[config.mk]
export PLATFORM = sky130hd
export DESIGN_NAME = mul_writeback
export DESIGN_NICKNAME = d
export VERILOG_FILES = /design/src/hw/mext_pkg.sv /design/src/hw/mul_writeback.sv
export VERILOG_INCLUDE_DIRS = /design/src /design/src/hw
export SDC_FILE = /design/constraint.sdc
export NUM_CORES = 1
export LEC_CHECK = 0
export BUFFER_PORTS_ARGS = -buffer_cell sky130_fd_sc_hd__buf_4
export CAP_MARGIN = 10
export CELL_PAD_IN_SITES_DETAIL_PLACEMENT = 0
export CELL_PAD_IN_SITES_GLOBAL_PLACEMENT = 1
export CORE_MARGIN = 2
export CORE_UTILIZATION = 29
export DETAILED_ROUTE_END_ITERATION = 12
export HOLD_SLACK_MARGIN = 0.12
export PLACE_DENSITY = 0.76
export SLEW_MARGIN = 20
export SYNTH_ARGS = -nofsm -noshare
export SYNTH_HDL_FRONTEND = slang
export SYNTH_SLANG_ARGS = --single-unit
[constraint.sdc]
create_clock -name clk -period 1 [get_ports clk]
set_input_delay 0.1 -clock clk [delete_from_list [all_inputs] [get_ports clk]]
set_output_delay 0.1 -clock clk [all_outputs]
set_load 0.02 [all_outputs]
[src/hw/mext_settings.svh]
// Data and register-index widths for the M-extension path, included by the package and RTL
`ifndef MEXT_SETTINGS_SVH
`define MEXT_SETTINGS_SVH

// Machine word width
`define XLEN 32

// Register file index width
`define REG_AW 5

`endif

[src/hw/mext_pkg.sv]
// Operation codes and stage-to-stage structs shared by the multiply/divide path
`include "mext_settings.svh"

package mext_pkg;

    // RV32M operations in funct3 order, zero means no request
    typedef enum logic [3:0] {
        ALU_M_OPS_NONE   = 4'd0,
        ALU_M_OPS_MUL    = 4'd1,
        ALU_M_OPS_MULH   = 4'd2,
        ALU_M_OPS_MULHSU = 4'd3,
        ALU_M_OPS_MULHU  = 4'd4,
        ALU_M_OPS_DIV    = 4'd5,
        ALU_M_OPS_DIVU   = 4'd6,
        ALU_M_OPS_REM    = 4'd7,
        ALU_M_OPS_REMU   = 4'd8
    } type_alu_m_ops_e;

    // Issue stage to arithmetic unit
    typedef struct packed {
        type_alu_m_ops_e        alu_m_ops;
        logic [`XLEN-1:0]       alu_operand_1;
        logic [`XLEN-1:0]       alu_operand_2;
        logic [`REG_AW-1:0]     alu_m_rd;
    } type_exe2mul_s;

    // Arithmetic unit to writeback
    typedef struct packed {
        logic                   alu_m_req;
        logic [`XLEN-1:0]       alu_m_result;
        logic [`REG_AW-1:0]     alu_m_rd;
    } type_mul2lsu_s;

    // Register file write strobe
    typedef struct packed {
        logic                   wb_valid;
        logic [`REG_AW-1:0]     wb_rd;
        logic [`XLEN-1:0]       wb_data;
    } type_mul_wb_s;

endpackage

[src/hw/mul_writeback.sv]
// Writeback stage that turns finished multiply/divide results into register-file write strobes
`include "mext_settings.svh"

module mul_writeback import mext_pkg::*; (
    input  logic                    clk,
    input  logic                    rst_n,
    input  logic                    stall,
    input  type_mul2lsu_s           mul2lsu,
    output type_mul_wb_s            wb
);

    logic               rd_nonzero;
    type_mul_wb_s       wb_next;

    // x0 is hardwired to zero
    assign rd_nonzero = (mul2lsu.alu_m_rd != '0);

    always_comb begin
        wb_next.wb_valid = mul2lsu.alu_m_req && rd_nonzero;
        wb_next.wb_rd    = mul2lsu.alu_m_rd;
        wb_next.wb_data  = mul2lsu.alu_m_result;
    end

    // Already committed, so flush does not reach here
    always_ff @(posedge clk) begin
        if (!rst_n) begin
            wb <= '0;
        end else if (!stall) begin
            wb <= wb_next;
        end
    end

endmodule

==> results.json, run 1 <==
{
  "post-route-min-period_ps": 876,
  "setup_violations": 0,
  "fmax_mhz": 1140,
  "leakagePower_uw": 0.00124,
  "portBuffers": 78,
  "peakVddDrop_uv": 971,
  "grt_pass1_wl_um": 5800,
  "nets": 284,
  "routedWlPerCell_um": 12.1,
  "worstSetupStartpointType": "flop",
  "insertion_delay_ps": 280,
  "finalNonFillerCells": 310,
  "synth_seq_cells": 38,
  "cp_slowest_stage_delay_ps": 350,
  "tns_ps": 0,
  "drt_iter0_drc": 26,
  "routed_wl_um": 3750,
  "top_regs": "wb (38)",
  "crit_family": "flip-flops",
  "slowest_stage": "dfxtp_1",
  "largest_reg_flops": 38,
  "slew_headroom": 0.787,
  "multiInputGateArea_um2": 627,
  "timing.max_cap.violations": 0,
  "core_um2": 4750,
  "die_area_um2": 5550,
  "cts_max_level": 2,
  "fin_crit_sh": 0.876,
  "via_count": 1294,
  "grt_antenna_before_repair": 0,
  "die_w_um": 74.5,
  "cts_tree": "built",
  "max_slew.worst_pin.slew_ps": 320,
  "final_cell_mix": "80 x buf_4, 38 x dlygate4sd3_1, 38 x dfxtp_1",
  "final_util": 0.544,
  "setup_slack_ps": 124,
  "hold_viol_final": 0,
  "fillCellCount": 430,
  "overflow": 0,
  "dieHeight_um": 74.5,
  "netlist_area_um2": 1440,
  "syn_avg_cell_area_um2": 11.4,
  "ys_seq_area_frac": 0.528,
  "crit_chain": "buf_4",
  "cts_buffers": 5,
  "final_common_cell": "buf_4",
  "gp_congestion": 0.659,
  "clk_pin_slew_ps": 70,
  "fp-row-count": 25,
  "cts_max_path_buffers": 2,
  "path_buf_inv": 1,
  "drtPass1Iterations": 2,
  "worst-setup-path-type": "reg -> out",
  "required_ps": 900,
  "yosysUniqueCellTypes": 12,
  "initial_utilization": 0.303,
  "syn_inst": 126,
  "drive_gt1_frac": 0.362,
  "dpl.hpwl_um": 2190,
  "via_per_inst": 4.17,
  "p_total_uw": 3690,
  "ctsResizeCount": 0,
  "ys_warn_count": 0,
  "slew_violations": 0,
  "grt_pass1_vias": 1297,
  "pin_count": 79,
  "dpl_worst_slack_ps": -98.4,
  "largest_register": "wb",
  "seq_area_um2": 761,
  "root_buffer": "clkbuf_8",
  "diodes": 0,
  "area_growth_pct": 79.8,
  "cts.sinks": 38,
  "place_inst": 265,
  "finClkSkew_ps": 0,
  "grt_max_degree": 40,
  "route.antenna.remaining_nets": 0,
  "crit_path_end_kind": "primary output",
  "cp_max_fo": 2,
  "outcome": "finished clean",
  "power_density_nw_per_um2": 1430,
  "syn-num-nets": 167,
  "drcViolationCount": 0,
  "gr-usage-all-layers": 0.141,
  "crit_arrival_ps": 780,
  "rsz0062_at_grt": "false",
  "hp-class": "in -> reg"
}
## per-stage QoR
step	hold slack, ps	instance area (µm²)
2_1_floorplan	266	1440
3_3_place_gp	353	2100
6_report	179	2590
4_1_cts	169	2590
5_1_grt	223	2590
3_5_place_dp	359	2100
## layout make-up
type                    count  area share
well taps                  67      0.0324
clock inverters             1      0.0116
clock buffers               6      0.0319
inverters                   1     0.00145
flip-flops and latches     38       0.294
repair buffers            119       0.387
multi-input cells          78       0.242
## cell usage after synthesis (all sizes together)
| cell | number | area, µm² |
|---|---|---|
| o2111ai | 1 | 8.76 |
| buf | 5 | 33.8 |
| clkbuf | 4 | 15.0 |
| dfxtp | 38 | 761 |
| nor2b | 37 | 231 |
| nand2 | 1 | 3.75 |
| mux2i | 37 | 370 |
| inv | 1 | 3.75 |
| nand3 | 1 | 5.00 |
| or4 | 1 | 7.51 |
## worst paths after layout
kind,start,to,slack [ps],cells after the start
worst max register to register,wb[5]$_SDFFE_PN0N_,wb[5]$_SDFFE_PN0N_,370,2
worst max-delay path,wb[4]$_SDFFE_PN0N_,wb[4],120,1
worst min-delay path,mul2lsu[1],wb[37]$_SDFFE_PN0N_,180,4
worst min register to register,wb[37]$_SDFFE_PN0N_,wb[37]$_SDFFE_PN0N_,470,2
## per-layer routing
| metal | share of wire | track usage | up-vias |
|---|---|---|---|
| met5 | 0 | 0 | - |
| met4 | 0.017 | 0.0516 | 0 |
| met3 | 0.069 | 0.0623 | 6 |
| met2 | 0.52 | 0.246 | 47 |
| met1 | 0.39 | 0.150 | 595 |
| li1 | - | - | 646 |
## power by group
group,switching (µW),internal (µW),leakage (µW)
sequential,46.5,1600,0.000314
clock,515,798,0.0000573
combinational,303,425,0.000867
total,864,2830,0.00124
## kinds of logic (layout without fill, tap and decap cells)
family | Yosys count | after routing | share of synthesized area
and+or+nand+nor | 40 | 40 | 0.172
buffers and inverters | 10 | 127 | 0.0365
AOI/OAI and AO/OA | 1 | 1 | 0.00608
DFF | 38 | 38 | 0.528
muxes | 37 | 37 | 0.257
## what timing repair did
item	4_1_cts	5_1_grt
hold buffers	38	0
endpoints found under the hold margin	38	0
setup buffers	0	0
Power figures use the tool's default switching activity.
==> inputs of run 2 (changes only) <==
Settings changed: MAX_ROUTING_LAYER set to met4.
==> run 2 against run 1 <==
Sequential cell count stayed put. Final cell count unchanged. Sequential share of layout area is the same. Register-to-register slack hardly changed. Sequential power hardly changed. Worst setup slack is essentially flat. Routed wire length decreased by 0.19%. Clock power barely moved. First-iteration DRC count decreased by 12%. Core utilization unchanged. Global-route usage grew 0.41 points.
==> results.json, run 2 (synthesized netlist as in run 1, its figures left out) <==
{
  "final_common_cell": "buf_4",
  "gp_congestion": 0.665,
  "cts_max_path_buffers": 2,
  "outcome": "finished clean",
  "die_area_um2": 5550,
  "rsz0062_at_grt": "false",
  "finClkSkew_ps": 0,
  "fin_crit_sh": 0.876,
  "crit_arrival_ps": 780,
  "cp_max_fo": 2,
  "grt_pass1_wl_um": 5810,
  "top_regs": "wb (38)",
  "cts_tree": "built",
  "clk_pin_slew_ps": 70,
  "path_buf_inv": 1,
  "drive_gt1_frac": 0.362,
  "largest_reg_flops": 38,
  "root_buffer": "clkbuf_8",
  "worstSetupStartpointType": "flop",
  "p_total_uw": 3680,
  "power_density_nw_per_um2": 1420,
  "diodes": 0,
  "grt_max_degree": 40,
  "hp-class": "in -> reg",
  "post-route-min-period_ps": 876,
  "finalNonFillerCells": 310,
  "switching_share": 0.233,
  "nets": 284,
  "slew_violations": 0,
  "p_comb_frac": 0.198,
  "seq_power_share": 0.448,
  "cts_max_level": 2,
  "worst-setup-path-type": "reg -> out",
  "dpl.hpwl_um": 2190,
  "route.antenna.remaining_nets": 0,
  "die_w_um": 74.5,
  "gr-usage-all-layers": 0.145,
  "post_cts_buffers": 0,
  "slowest_stage": "dfxtp_1",
  "drt_iter0_drc": 23,
  "fp-row-count": 25,
  "seq_area_um2": 761,
  "p_sw_uw": 857,
  "pwr-share-clk": 0.354,
  "insertion_delay_ps": 280,
  "routed_wl_um": 3740,
  "cts.sinks": 38,
  "area_growth_pct": 79.8,
  "core_um2": 4750,
  "crit_family": "flip-flops",
  "max_slew.worst_pin.slew_ps": 320,
  "largest_register": "wb",
  "hold_viol_final": 0,
  "setup_violations": 0,
  "required_ps": 900,
  "multiInputGateArea_um2": 627,
  "crit_path_end_kind": "primary output",
  "portBuffers": 78,
  "final_cell_mix": "80 x buf_4, 38 x dlygate4sd3_1, 38 x dfxtp_1",
  "crit_chain": "buf_4",
  "routedWlPerCell_um": 12.1,
  "cp_slowest_stage_delay_ps": 350,
  "dieHeight_um": 74.5,
  "drcViolationCount": 0,
  "peakVddDrop_uv": 971,
  "fmax_mhz": 1140,
  "overflow": 0,
  "slew_headroom": 0.786,
  "via_count": 1300,
  "drtPass1Iterations": 2,
  "tns_ps": 0,
  "fillCellCount": 430,
  "place_inst": 265,
  "grt_antenna_before_repair": 0,
  "pin_count": 79,
  "timing.max_cap.violations": 0,
  "leakagePower_uw": 0.00124,
  "cts_buffers": 5,
  "via_per_inst": 4.19,
  "p_int_uw": 2830,
  "grt_pass1_vias": 1300,
  "initial_utilization": 0.303
}
==> run 2: cell counts in the layout (fill, tap and decap cells not counted) <==
Identical to the previous run, type by type.
==> run 2: final timing paths <==
check,from,endpoint,slack [ps],cells after the start
setup / recovery,wb[4]$_SDFFE_PN0N_,wb[4],120,1
hold / removal,mul2lsu[1],wb[37]$_SDFFE_PN0N_,180,4
setup reg to reg,wb[5]$_SDFFE_PN0N_,wb[5]$_SDFFE_PN0N_,370,2
hold reg to reg,wb[37]$_SDFFE_PN0N_,wb[37]$_SDFFE_PN0N_,470,2
==> run 2: final cells by class <==
| class | instances | area share |
|---|---|---|
| clock buffer | 6 | 0.0319 |
| timing repair buffer | 119 | 0.387 |
| sequential | 38 | 0.294 |
| tap | 67 | 0.0324 |
| clock inverter | 1 | 0.0116 |
| inverter | 1 | 0.00145 |
| multi-input combinational | 78 | 0.242 |
==> run 2: power groups by stage <==
| stage | clock, µW | sequential (µW) | combinational (µW) |
|---|---|---|---|
| final | 1300 | 1650 | 728 |
| after global routing | 1420 | 1660 | 782 |
| after CTS | 1360 | 1650 | 727 |
| after detailed placement | 0 | 1680 | 611 |
| after global placement | 0 | 1680 | 607 |
| after floorplan | 0 | 1790 | 202 |
==> run 2: timing repair <==
item	4_1_cts	5_1_grt
hold buffers	38	0
resized for setup	0	0
endpoints found under the hold margin	38	0
==> run 2: metal layers <==
layer | vias up | track usage | wire length [µm]
li1 | 646 | - | -
met5 | - | - | 0
met1 | 601 | 0.152 | 1490
met2 | 47 | 0.247 | 1970
met4 | 0 | 0.0635 | 68
met3 | 6 | 0.0474 | 220
==> run 2: per-stage QoR <==
step | area [µm²] | worst slack, ps | util | hold slack [ps]
after floorplan | 1440 | 49.7 | - | 266
after global placement | 2100 | -85.5 | 0.441 | 353
after detailed placement | 2100 | -98.4 | 0.441 | 359
after CTS | 2590 | 113 | 0.544 | 169
after global routing | 2590 | 78.3 | 0.544 | 226
final | 2590 | 124 | 0.544 | 182
