File: config.mk
export PLATFORM = sky130hd
export DESIGN_NAME = exe_issue
export DESIGN_NICKNAME = d
export VERILOG_FILES = /design/src/hw/mext_pkg.sv /design/src/hw/exe_issue.sv
export VERILOG_INCLUDE_DIRS = /design/src /design/src/hw
export SDC_FILE = /design/constraint.sdc
export NUM_CORES = 1
export LEC_CHECK = 0
export BUFFER_PORTS_ARGS = -buffer_cell sky130_fd_sc_hd__buf_2
export CAP_MARGIN = 10
export CORE_MARGIN = 3
export CORE_UTILIZATION = 25
export CTS_BUF_LIST = sky130_fd_sc_hd__clkbuf_4 sky130_fd_sc_hd__clkbuf_8
export CTS_CLUSTER_DIAMETER = 200
export DETAILED_ROUTE_END_ITERATION = 10
export SETUP_SLACK_MARGIN = 0.1
export SKIP_LAST_GASP = 1
export SLEW_MARGIN = 0
export SYNTH_ARGS = -nofsm -noshare
export SYNTH_HDL_FRONTEND = slang
export SYNTH_SLANG_ARGS = --single-unit
File: constraint.sdc
create_clock -name clk -period 1.7 [get_ports clk]
set_clock_uncertainty 0.15 [all_clocks]
set_input_delay 0.34 -clock clk [delete_from_list [all_inputs] [get_ports clk]]
set_output_delay 0.34 -clock clk [all_outputs]
set_load 0.01 [all_outputs]
File: src/hw/mext_settings.svh
// Data and register-index widths for the M-extension path, included by the package and RTL
`ifndef MEXT_SETTINGS_SVH
`define MEXT_SETTINGS_SVH

// Machine word width
`define XLEN 32

// Register file index width
`define REG_AW 5

`endif

File: src/hw/mext_pkg.sv
// Operation codes and stage-to-stage structs shared by the multiply/divide path
`include "mext_settings.svh"

package mext_pkg;

    // RV32M operations in funct3 order, zero means no request
    typedef enum logic [3:0] {
        ALU_M_OPS_NONE   = 4'd0,
        ALU_M_OPS_MUL    = 4'd1,
        ALU_M_OPS_MULH   = 4'd2,
        ALU_M_OPS_MULHSU = 4'd3,
        ALU_M_OPS_MULHU  = 4'd4,
        ALU_M_OPS_DIV    = 4'd5,
        ALU_M_OPS_DIVU   = 4'd6,
        ALU_M_OPS_REM    = 4'd7,
        ALU_M_OPS_REMU   = 4'd8
    } type_alu_m_ops_e;

    // Issue stage to arithmetic unit
    typedef struct packed {
        type_alu_m_ops_e        alu_m_ops;
        logic [`XLEN-1:0]       alu_operand_1;
        logic [`XLEN-1:0]       alu_operand_2;
        logic [`REG_AW-1:0]     alu_m_rd;
    } type_exe2mul_s;

    // Arithmetic unit to writeback
    typedef struct packed {
        logic                   alu_m_req;
        logic [`XLEN-1:0]       alu_m_result;
        logic [`REG_AW-1:0]     alu_m_rd;
    } type_mul2lsu_s;

    // Register file write strobe
    typedef struct packed {
        logic                   wb_valid;
        logic [`REG_AW-1:0]     wb_rd;
        logic [`XLEN-1:0]       wb_data;
    } type_mul_wb_s;

endpackage

File: src/hw/exe_issue.sv
// Issue stage that decodes M-extension funct3 and registers the request for the multiply unit
`include "mext_settings.svh"

module exe_issue import mext_pkg::*; (
    input  logic                    clk,
    input  logic                    rst_n,
    input  logic                    stall,
    input  logic                    flush,
    input  logic                    instr_valid,
    input  logic [2:0]              instr_funct3,
    input  logic [`REG_AW-1:0]      instr_rd,
    input  logic [`XLEN-1:0]        rs1_data,
    input  logic [`XLEN-1:0]        rs2_data,
    output type_exe2mul_s           exe2mul
);

    type_alu_m_ops_e    op_next;
    type_exe2mul_s      exe2mul_next;

    // funct3 to operation code
    always_comb begin
        op_next = ALU_M_OPS_NONE;
        if (instr_valid) begin
            case (instr_funct3)
                3'd0: begin
                    op_next = ALU_M_OPS_MUL;
                end
                3'd1: begin
                    op_next = ALU_M_OPS_MULH;
                end
                3'd2: begin
                    op_next = ALU_M_OPS_MULHSU;
                end
                3'd3: begin
                    op_next = ALU_M_OPS_MULHU;
                end
                3'd4: begin
                    op_next = ALU_M_OPS_DIV;
                end
                3'd5: begin
                    op_next = ALU_M_OPS_DIVU;
                end
                3'd6: begin
                    op_next = ALU_M_OPS_REM;
                end
                default: begin
                    op_next = ALU_M_OPS_REMU;
                end
            endcase
        end
    end

    always_comb begin
        exe2mul_next.alu_m_ops     = op_next;
        exe2mul_next.alu_operand_1 = rs1_data;
        exe2mul_next.alu_operand_2 = rs2_data;
        exe2mul_next.alu_m_rd      = instr_rd;
    end

    // Flush wins over stall
    always_ff @(posedge clk) begin
        if (!rst_n || flush) begin
            exe2mul <= '0;
        end else if (!stall) begin
            exe2mul <= exe2mul_next;
        end
    end

endmodule

==> impl_metrics.prom, run 1 <==
# TYPE chip_impl_metric gauge
chip_impl_info{name="outcome",value="complete, no violations"} 1
chip_impl_metric{name="p_per_area",unit="nW/µm²"} 962
chip_impl_metric{name="largest_register_ffs",unit=""} 73
chip_impl_metric{name="critical_path.n_buffers_inverters",unit=""} 2
chip_impl_metric{name="maximum_vdd_drop",unit="mV"} 0.306
chip_impl_metric{name="grt_antenna_before_repair",unit=""} 0
chip_impl_metric{name="cellLeakagePower",unit="nW"} 2.00
chip_impl_metric{name="floorplan.initialDensity",unit=""} 0.260
chip_impl_info{name="critical_path.top_delay_family",value="simple AND/OR/NAND/NOR gates"} 1
chip_impl_metric{name="post_synth_cell_types",unit=""} 21
chip_impl_metric{name="dpl.hpwl",unit="µm"} 4960
chip_impl_info{name="clock_tree.root_cell",value="sky130_fd_sc_hd__clkbuf_8"} 1
chip_impl_metric{name="area_of_the_mapped_netlist",unit="µm²"} 2700
chip_impl_metric{name="finalCritPeriodShare",unit=""} 0.787
chip_impl_metric{name="die_area",unit="µm²"} 12100
chip_impl_info{name="synth.top_cells.by_area",value="sky130_fd_sc_hd__dfxtp_1 (54%), sky130_fd_sc_hd__mux2i_1 (26%), sky130_fd_sc_hd__nor2_1 (9.7%)"} 1
chip_impl_metric{name="clk-insertion-delay-late",unit="ns"} 0.33
chip_impl_info{name="largestRegisters",value="exe2mul x73"} 1
chip_impl_metric{name="cp.required",unit="ns"} 1.77
chip_impl_metric{name="synth_edf_count",unit=""} 0
chip_impl_metric{name="critPathMaxFanout",unit=""} 3
chip_impl_metric{name="synth-simple-area-share",unit=""} 0.118
chip_impl_metric{name="drv.max_cap_violation_count",unit=""} 0
chip_impl_metric{name="grt_max_degree",unit=""} 47
chip_impl_metric{name="worst_slew_pin_tran",unit="ns"} 0.351
chip_impl_metric{name="wl_per_cell",unit="µm"} 12.0
chip_impl_info{name="synth_area_leader_cell",value="sky130_fd_sc_hd__dfxtp_1"} 1
chip_impl_metric{name="postSynthAreaPerCell",unit="µm²"} 10.9
chip_impl_info{name="crit_path_start_kind",value="input pin"} 1
chip_impl_metric{name="finalSetupTns",unit="ns"} 0
chip_impl_metric{name="firstDrtPassIters",unit=""} 3
chip_impl_metric{name="dpl.cell_count",unit=""} 524
chip_impl_metric{name="first_pass_grt_wire_length",unit="µm"} 9830
chip_impl_metric{name="hold_buffers",unit=""} 0
chip_impl_info{name="cts_tree",value="done"} 1
chip_impl_metric{name="layout.cells.non_filler",unit=""} 540
chip_impl_info{name="timing.critical_path.cells",value="buf_2 > inv_1 > ha_1 > or4b_4 > o211ai_2 > a21oi_2"} 1
chip_impl_metric{name="cts.sinks",unit=""} 73
chip_impl_metric{name="finalNetCount",unit=""} 480
chip_impl_metric{name="fmaxAchievable",unit="GHz"} 0.747
chip_impl_metric{name="synth.area.mux_share",unit=""} 0.255
chip_impl_metric{name="cts_buffers",unit=""} 9
chip_impl_metric{name="area_share_of_fa_ha_maj_cells_after_synthesis",unit=""} 0.0185
chip_impl_metric{name="antenna_cells",unit=""} 0
chip_impl_metric{name="cts_setup_buffers",unit=""} 0
chip_impl_metric{name="number_of_design_rule_violations_left_after_detail_routing",unit=""} 0
chip_impl_metric{name="die-width",unit="µm"} 110
chip_impl_metric{name="die_height",unit="µm"} 110
chip_impl_metric{name="drv_slew",unit=""} 0
chip_impl_metric{name="area_growth",unit="%"} 40.7
chip_impl_metric{name="drt-vias-per-instance",unit=""} 4.09
chip_impl_metric{name="cts_resized",unit=""} 0
chip_impl_metric{name="grtUsageTotal",unit=""} 0.105
chip_impl_metric{name="synth_async_sr_flop_share",unit=""} 0
chip_impl_metric{name="clk_pin_slew_worst_paths",unit="ns"} 0.08
chip_impl_metric{name="clock_period_minus_final_worst_setup_slack",unit="ns"} 1.34
chip_impl_metric{name="share_of_the_synthesized_area_in_the_top_cell_type",unit=""} 0.540
chip_impl_metric{name="worst_ep_arrival_time",unit="ns"} 1.41
chip_impl_metric{name="finalHoldViolCount",unit=""} 0
chip_impl_metric{name="syn_inst_count",unit=""} 249
chip_impl_metric{name="grt_pass1_vias",unit=""} 2149
chip_impl_metric{name="crit_path_max_incr_delay",unit="ns"} 0.54
chip_impl_metric{name="synth_xor_xnor_area_share",unit=""} 0
chip_impl_info{name="crit_path_end_kind",value="flip-flop"} 1
chip_impl_info{name="synth_top_flop_cell",value="sky130_fd_sc_hd__dfxtp_1"} 1
chip_impl_info{name="timing.setup.critical_path_class",value="input pin to flip-flop"} 1
chip_impl_metric{name="htree_levels",unit=""} 3
chip_impl_metric{name="initialDrtViolationCount",unit=""} 96
chip_impl_metric{name="drtAntennaViolNets",unit=""} 0
chip_impl_metric{name="post_route_cells_drive_above_1_share",unit=""} 0.433
chip_impl_info{name="synth.top_cells.by_count",value="sky130_fd_sc_hd__dfxtp_1 (73), sky130_fd_sc_hd__nor2_1 (70), sky130_fd_sc_hd__mux2i_1 (69)"} 1
chip_impl_metric{name="wl",unit="µm"} 6490
chip_impl_metric{name="yosysSeqAreaShare",unit=""} 0.540
chip_impl_metric{name="finish.instance_area",unit="µm²"} 3800
chip_impl_metric{name="final-setup-viol-count",unit=""} 0
chip_impl_metric{name="route.vias.total",unit=""} 2207
chip_impl_info{name="largest_register",value="exe2mul"} 1
chip_impl_metric{name="yosys_warnings",unit=""} 0
chip_impl_metric{name="fp.coreArea",unit="µm²"} 10400
chip_impl_metric{name="syn-num-nets",unit=""} 330
chip_impl_metric{name="place_congestion",unit=""} 0.648
chip_impl_metric{name="synth-seq-cells",unit=""} 73
chip_impl_metric{name="clockBufferDepth",unit=""} 2
chip_impl_info{name="rsz0062_at_grt",value="false"} 1
chip_impl_metric{name="ios",unit=""} 150
chip_impl_info{name="synth_top_family_by_area",value="multiplexers"} 1
chip_impl_metric{name="synth_compound_area_frac",unit=""} 0.0167
chip_impl_info{name="hold_path.class",value="input pin to flip-flop"} 1
chip_impl_metric{name="row_count",unit=""} 37
chip_impl_metric{name="timing.max_slew.rel_slack",unit=""} 0.766
chip_impl_metric{name="grt_overflow",unit=""} 0
chip_impl_metric{name="place_area",unit="µm²"} 3590
chip_impl_metric{name="io_buffers",unit=""} 149
chip_impl_info{name="cpMaxStageDelayCell",value="sky130_fd_sc_hd__or4b_4"} 1
chip_impl_info{name="post-synth-top-count-cell",value="sky130_fd_sc_hd__dfxtp_1"} 1
-- layer usage --
layer,vias up,part of all wire,global-route usage
met1,991,0.41,0.114
met3,10,0.11,0.0495
met2,88,0.47,0.179
met5,-,0,0
met4,0,0.011,0.0347
li1,1118,-,-
-- area by class of cell --
| cell class | count | area, µm² |
|---|---|---|
| Multi-Input combinational cell | 158 | 1110 |
| Timing Repair Buffer | 155 | 843 |
| Inverter | 2 | 7.51 |
| Clock buffer | 10 | 131 |
| Tap cell | 136 | 170 |
| Clock inverter | 6 | 82.6 |
| Fill cell | 1084 | 6610 |
| Sequential cell | 73 | 1460 |
-- path summary, 6_finish.rpt --
path              startpoint     endpoint  slack (ns)  cells after the start
min             rs2_data[28]  exe2mul[33]        0.08                      3
max reg2reg      exe2mul[66]  exe2mul[66]        0.90                      2
max          instr_funct3[0]  exe2mul[71]        0.36                      6
min reg2reg      exe2mul[70]  exe2mul[70]        0.31                      2
-- kinds of logic (layout without fill, tap and decap cells) --
group	Yosys count	count (layout)
mux	69	69
buf+inv	18	173
fa+ha+maj	4	4
simple gates	79	79
flops	73	73
compound gates	6	6
-- worst min-delay path, stage by stage --
cell and delay, ns:
sky130_fd_sc_hd__buf_2 0.07, sky130_fd_sc_hd__mux2i_1 0.05, sky130_fd_sc_hd__nor2_1 0.07
-- report_power, final --
| group | leakage [nW] | switching [mW] | total [mW] | internal [mW] |
|---|---|---|---|---|
| clock | 0.109 | 0.629 | 1.46 | 0.835 |
| sequential | 0.595 | 0.0255 | 1.79 | 1.76 |
| combinational | 1.30 | 0.195 | 0.405 | 0.211 |
-- stage by stage --
| stage | power, mW | hold slack (ns) | util | worst slack (ns) |
|---|---|---|---|---|
| floorplan | 2.06 | 0.330 | - | 0.189 |
| global placement | 2.23 | 0.302 | 0.345 | 0.0488 |
| detailed placement | 2.24 | 0.302 | 0.345 | 0.0133 |
| CTS | 3.76 | 0.0564 | 0.365 | 0.335 |
| global route | 3.87 | 0.0720 | 0.365 | 0.295 |
| finish | 3.66 | 0.0812 | 0.365 | 0.361 |
-- placed cells by master (no fill, tap or decap), types with 2 or more instances in the layout --
| cell type | count |
|---|---|
| sky130_fd_sc_hd__a21oi_1 | 2 |
| sky130_fd_sc_hd__buf_12 | 4 |
| sky130_fd_sc_hd__buf_2 | 148 |
| sky130_fd_sc_hd__buf_4 | 3 |
| sky130_fd_sc_hd__bufinv_16 | 2 |
| sky130_fd_sc_hd__clkbuf_8 | 9 |
| sky130_fd_sc_hd__clkinv_2 | 3 |
| sky130_fd_sc_hd__dfxtp_1 | 73 |
| sky130_fd_sc_hd__ha_1 | 4 |
| sky130_fd_sc_hd__inv_1 | 2 |
| sky130_fd_sc_hd__mux2i_1 | 69 |
| sky130_fd_sc_hd__nand2_1 | 3 |
| sky130_fd_sc_hd__nor2_1 | 70 |
Power figures use the tool's default switching activity.
==> inputs of run 2 (changes only) <==
Clock period 1.7 ns to 1.4 ns, I/O delays scaled along.
==> impl_metrics.prom, run 2 (synthesized netlist as in run 1, its figures left out) <==
# TYPE chip_impl_metric gauge
chip_impl_metric{name="finalSetupTns",unit="ns"} 0
chip_impl_info{name="cpMaxStageDelayCell",value="sky130_fd_sc_hd__or4b_4"} 1
chip_impl_metric{name="grt_max_degree",unit=""} 40
chip_impl_metric{name="io_buffers",unit=""} 149
chip_impl_metric{name="maximum_vdd_drop",unit="mV"} 0.586
chip_impl_metric{name="cp.required",unit="ns"} 1.48
chip_impl_metric{name="place_congestion",unit=""} 0.657
chip_impl_info{name="hold_path.class",value="input pin to flip-flop"} 1
chip_impl_metric{name="cts_buffers",unit=""} 9
chip_impl_metric{name="firstDrtPassIters",unit=""} 4
chip_impl_metric{name="finalNetCount",unit=""} 485
chip_impl_metric{name="drv.max_cap_violation_count",unit=""} 0
chip_impl_metric{name="fp.coreArea",unit="µm²"} 10400
chip_impl_info{name="crit-reg2reg-launch",value="exe2mul[72]"} 1
chip_impl_metric{name="die_height",unit="µm"} 110
chip_impl_metric{name="number_of_design_rule_violations_left_after_detail_routing",unit=""} 0
chip_impl_metric{name="largest_register_ffs",unit=""} 73
chip_impl_metric{name="initialDrtViolationCount",unit=""} 100
chip_impl_metric{name="wl",unit="µm"} 6300
chip_impl_metric{name="area_growth",unit="%"} 45.3
chip_impl_metric{name="post_route_cells_drive_above_1_share",unit=""} 0.452
chip_impl_info{name="critical_path.top_delay_family",value="simple AND/OR/NAND/NOR gates"} 1
chip_impl_metric{name="finalCritPeriodShare",unit=""} 0.893
chip_impl_info{name="rr_endpoint",value="exe2mul[72]"} 1
chip_impl_info{name="largestRegisters",value="exe2mul x73"} 1
chip_impl_metric{name="die_area",unit="µm²"} 12100
chip_impl_metric{name="timing.max_slew.rel_slack",unit=""} 0.833
chip_impl_metric{name="die-width",unit="µm"} 110
chip_impl_metric{name="worst-path-stages",unit=""} 6
chip_impl_metric{name="clk_pin_slew_worst_paths",unit="ns"} 0.08
chip_impl_metric{name="critPathMaxFanout",unit=""} 3
chip_impl_metric{name="finalHoldViolCount",unit=""} 0
chip_impl_metric{name="cts.sinks",unit=""} 73
chip_impl_info{name="critPathCapture",value="exe2mul[71]"} 1
chip_impl_metric{name="final-setup-viol-count",unit=""} 0
chip_impl_metric{name="floorplan.initialDensity",unit=""} 0.260
chip_impl_metric{name="cts_setup_buffers",unit=""} 0
chip_impl_metric{name="grt_overflow",unit=""} 0
chip_impl_info{name="clock_tree.root_cell",value="sky130_fd_sc_hd__clkbuf_8"} 1
chip_impl_metric{name="reg2regPathDepth",unit=""} 2
chip_impl_info{name="rsz0062_at_grt",value="false"} 1
chip_impl_info{name="timing.critical_path.cells",value="buf_2 > inv_12 > ha_4 > or4b_4 > o211ai_2 > a21oi_2"} 1
chip_impl_info{name="timing.setup.critical_path_class",value="input pin to flip-flop"} 1
chip_impl_metric{name="finish.instance_area",unit="µm²"} 3930
chip_impl_metric{name="drtAntennaViolNets",unit=""} 0
chip_impl_metric{name="route.vias.total",unit=""} 2259
chip_impl_metric{name="antenna_cells",unit=""} 0
chip_impl_metric{name="dpl.hpwl",unit="µm"} 4620
chip_impl_info{name="outcome",value="complete, no violations"} 1
chip_impl_info{name="layout_common_cells",value="sky130_fd_sc_hd__buf_2 (148), sky130_fd_sc_hd__nor2_1 (70), sky130_fd_sc_hd__dfxtp_1 (70)"} 1
chip_impl_metric{name="wl_per_cell",unit="µm"} 11.6
chip_impl_metric{name="row_count",unit=""} 37
chip_impl_info{name="cts_tree",value="done"} 1
chip_impl_metric{name="fmaxAchievable",unit="GHz"} 0.800
chip_impl_metric{name="ios",unit=""} 150
chip_impl_metric{name="drt-vias-per-instance",unit=""} 4.14
chip_impl_info{name="critical_path.startpoint",value="instr_funct3[0]"} 1
chip_impl_metric{name="clk-insertion-delay-late",unit="ns"} 0.33
chip_impl_metric{name="place_area",unit="µm²"} 3650
chip_impl_metric{name="crit_path_max_incr_delay",unit="ns"} 0.52
chip_impl_metric{name="ff2ff_setup_slack",unit="ns"} 0.62
chip_impl_metric{name="worst_slew_pin_tran",unit="ns"} 0.250
chip_impl_metric{name="critical_path.n_buffers_inverters",unit=""} 2
chip_impl_info{name="crit_path_start_kind",value="input pin"} 1
chip_impl_metric{name="drv_slew",unit=""} 0
chip_impl_metric{name="worst_ep_arrival_time",unit="ns"} 1.33
chip_impl_metric{name="grtUsageTotal",unit=""} 0.0996
chip_impl_metric{name="setup_ws",unit="ns"} 0.149
chip_impl_info{name="largest_register",value="exe2mul"} 1
chip_impl_metric{name="first_pass_grt_wire_length",unit="µm"} 9400
chip_impl_metric{name="worst_hold_slack",unit="ns"} 0.0238
chip_impl_metric{name="p_per_area",unit="nW/µm²"} 1200
chip_impl_metric{name="clock_period_minus_final_worst_setup_slack",unit="ns"} 1.25
chip_impl_metric{name="htree_levels",unit=""} 3
chip_impl_metric{name="cellLeakagePower",unit="nW"} 2.04
chip_impl_info{name="crit_path_end_kind",value="flip-flop"} 1
chip_impl_info{name="worst_hold_startpoint",value="rs1_data[27]"} 1
chip_impl_metric{name="grt_pass1_vias",unit=""} 2127
chip_impl_metric{name="clockBufferDepth",unit=""} 2
chip_impl_metric{name="place_worst_setup_slack",unit="ns"} -0.205
chip_impl_metric{name="grt_antenna_before_repair",unit=""} 0
chip_impl_info{name="final_common_cell",value="sky130_fd_sc_hd__buf_2"} 1
-- run 2: cell types whose count changed in the layout (fill, tap and decap cells not counted), moves of 3 or more --
cell	delta
sky130_fd_sc_hd__ha_1	-3
sky130_fd_sc_hd__dfxtp_2	+3
sky130_fd_sc_hd__dfxtp_1	-3
sky130_fd_sc_hd__dlygate4sd3_1	+3
-- run 2: layout make-up --
cell class	instances	area (µm²)
well taps	136	170
multi-input cells	158	1130
inverters	2	22.5
repair buffers	160	888
clock buffers	11	145
flip-flops and latches	73	1470
fillers	1023	6490
clock inverters	5	103
-- run 2: timing repair --
item,in CTS,in global routing
endpoints found under the hold margin,3,0
gates resized for setup,0,3
endpoints found under the setup margin,0,3
hold buffers,3,0
-- run 2: per-layer routing --
metal	up-vias	global-route usage	share of wire
met4	0	0.0374	0.013
met1	1018	0.102	0.39
met2	99	0.178	0.49
li1	1133	-	-
met3	9	0.0443	0.11
met5	-	0	0
-- run 2: worst min path at each step --
stage | cells past startpoint | end
after CTS | 3 | exe2mul[49]
after global placement | 2 | exe2mul[70]
after global routing | 3 | exe2mul[53]
after floorplan | 2 | exe2mul[0]
final | 3 | exe2mul[64]
after detailed placement | 2 | exe2mul[70]
-- run 2: metrics by stage --
step | total power, mW | utilization | std cells
floorplan | 2.51 | - | 249
global placement | 2.73 | 0.350 | 526
detailed placement | 2.74 | 0.350 | 526
CTS | 4.81 | 0.377 | 545
global route | 4.92 | 0.377 | 545
finish | 4.70 | 0.377 | 545
-- run 2: tightest hold or removal path, delay by kind of cell --
family | cells | cell delay [ns]
mux | 1 | 0.05
simple gates | 1 | 0.07
buf+inv | 1 | 0.07
-- run 2: power breakdown --
group	internal, mW	total [mW]	switching [mW]	leakage (nW)
Sequential	2.14	2.17	0.0310	0.596
Clock	1.25	2.01	0.763	0.123
Combinational	0.269	0.515	0.246	1.32
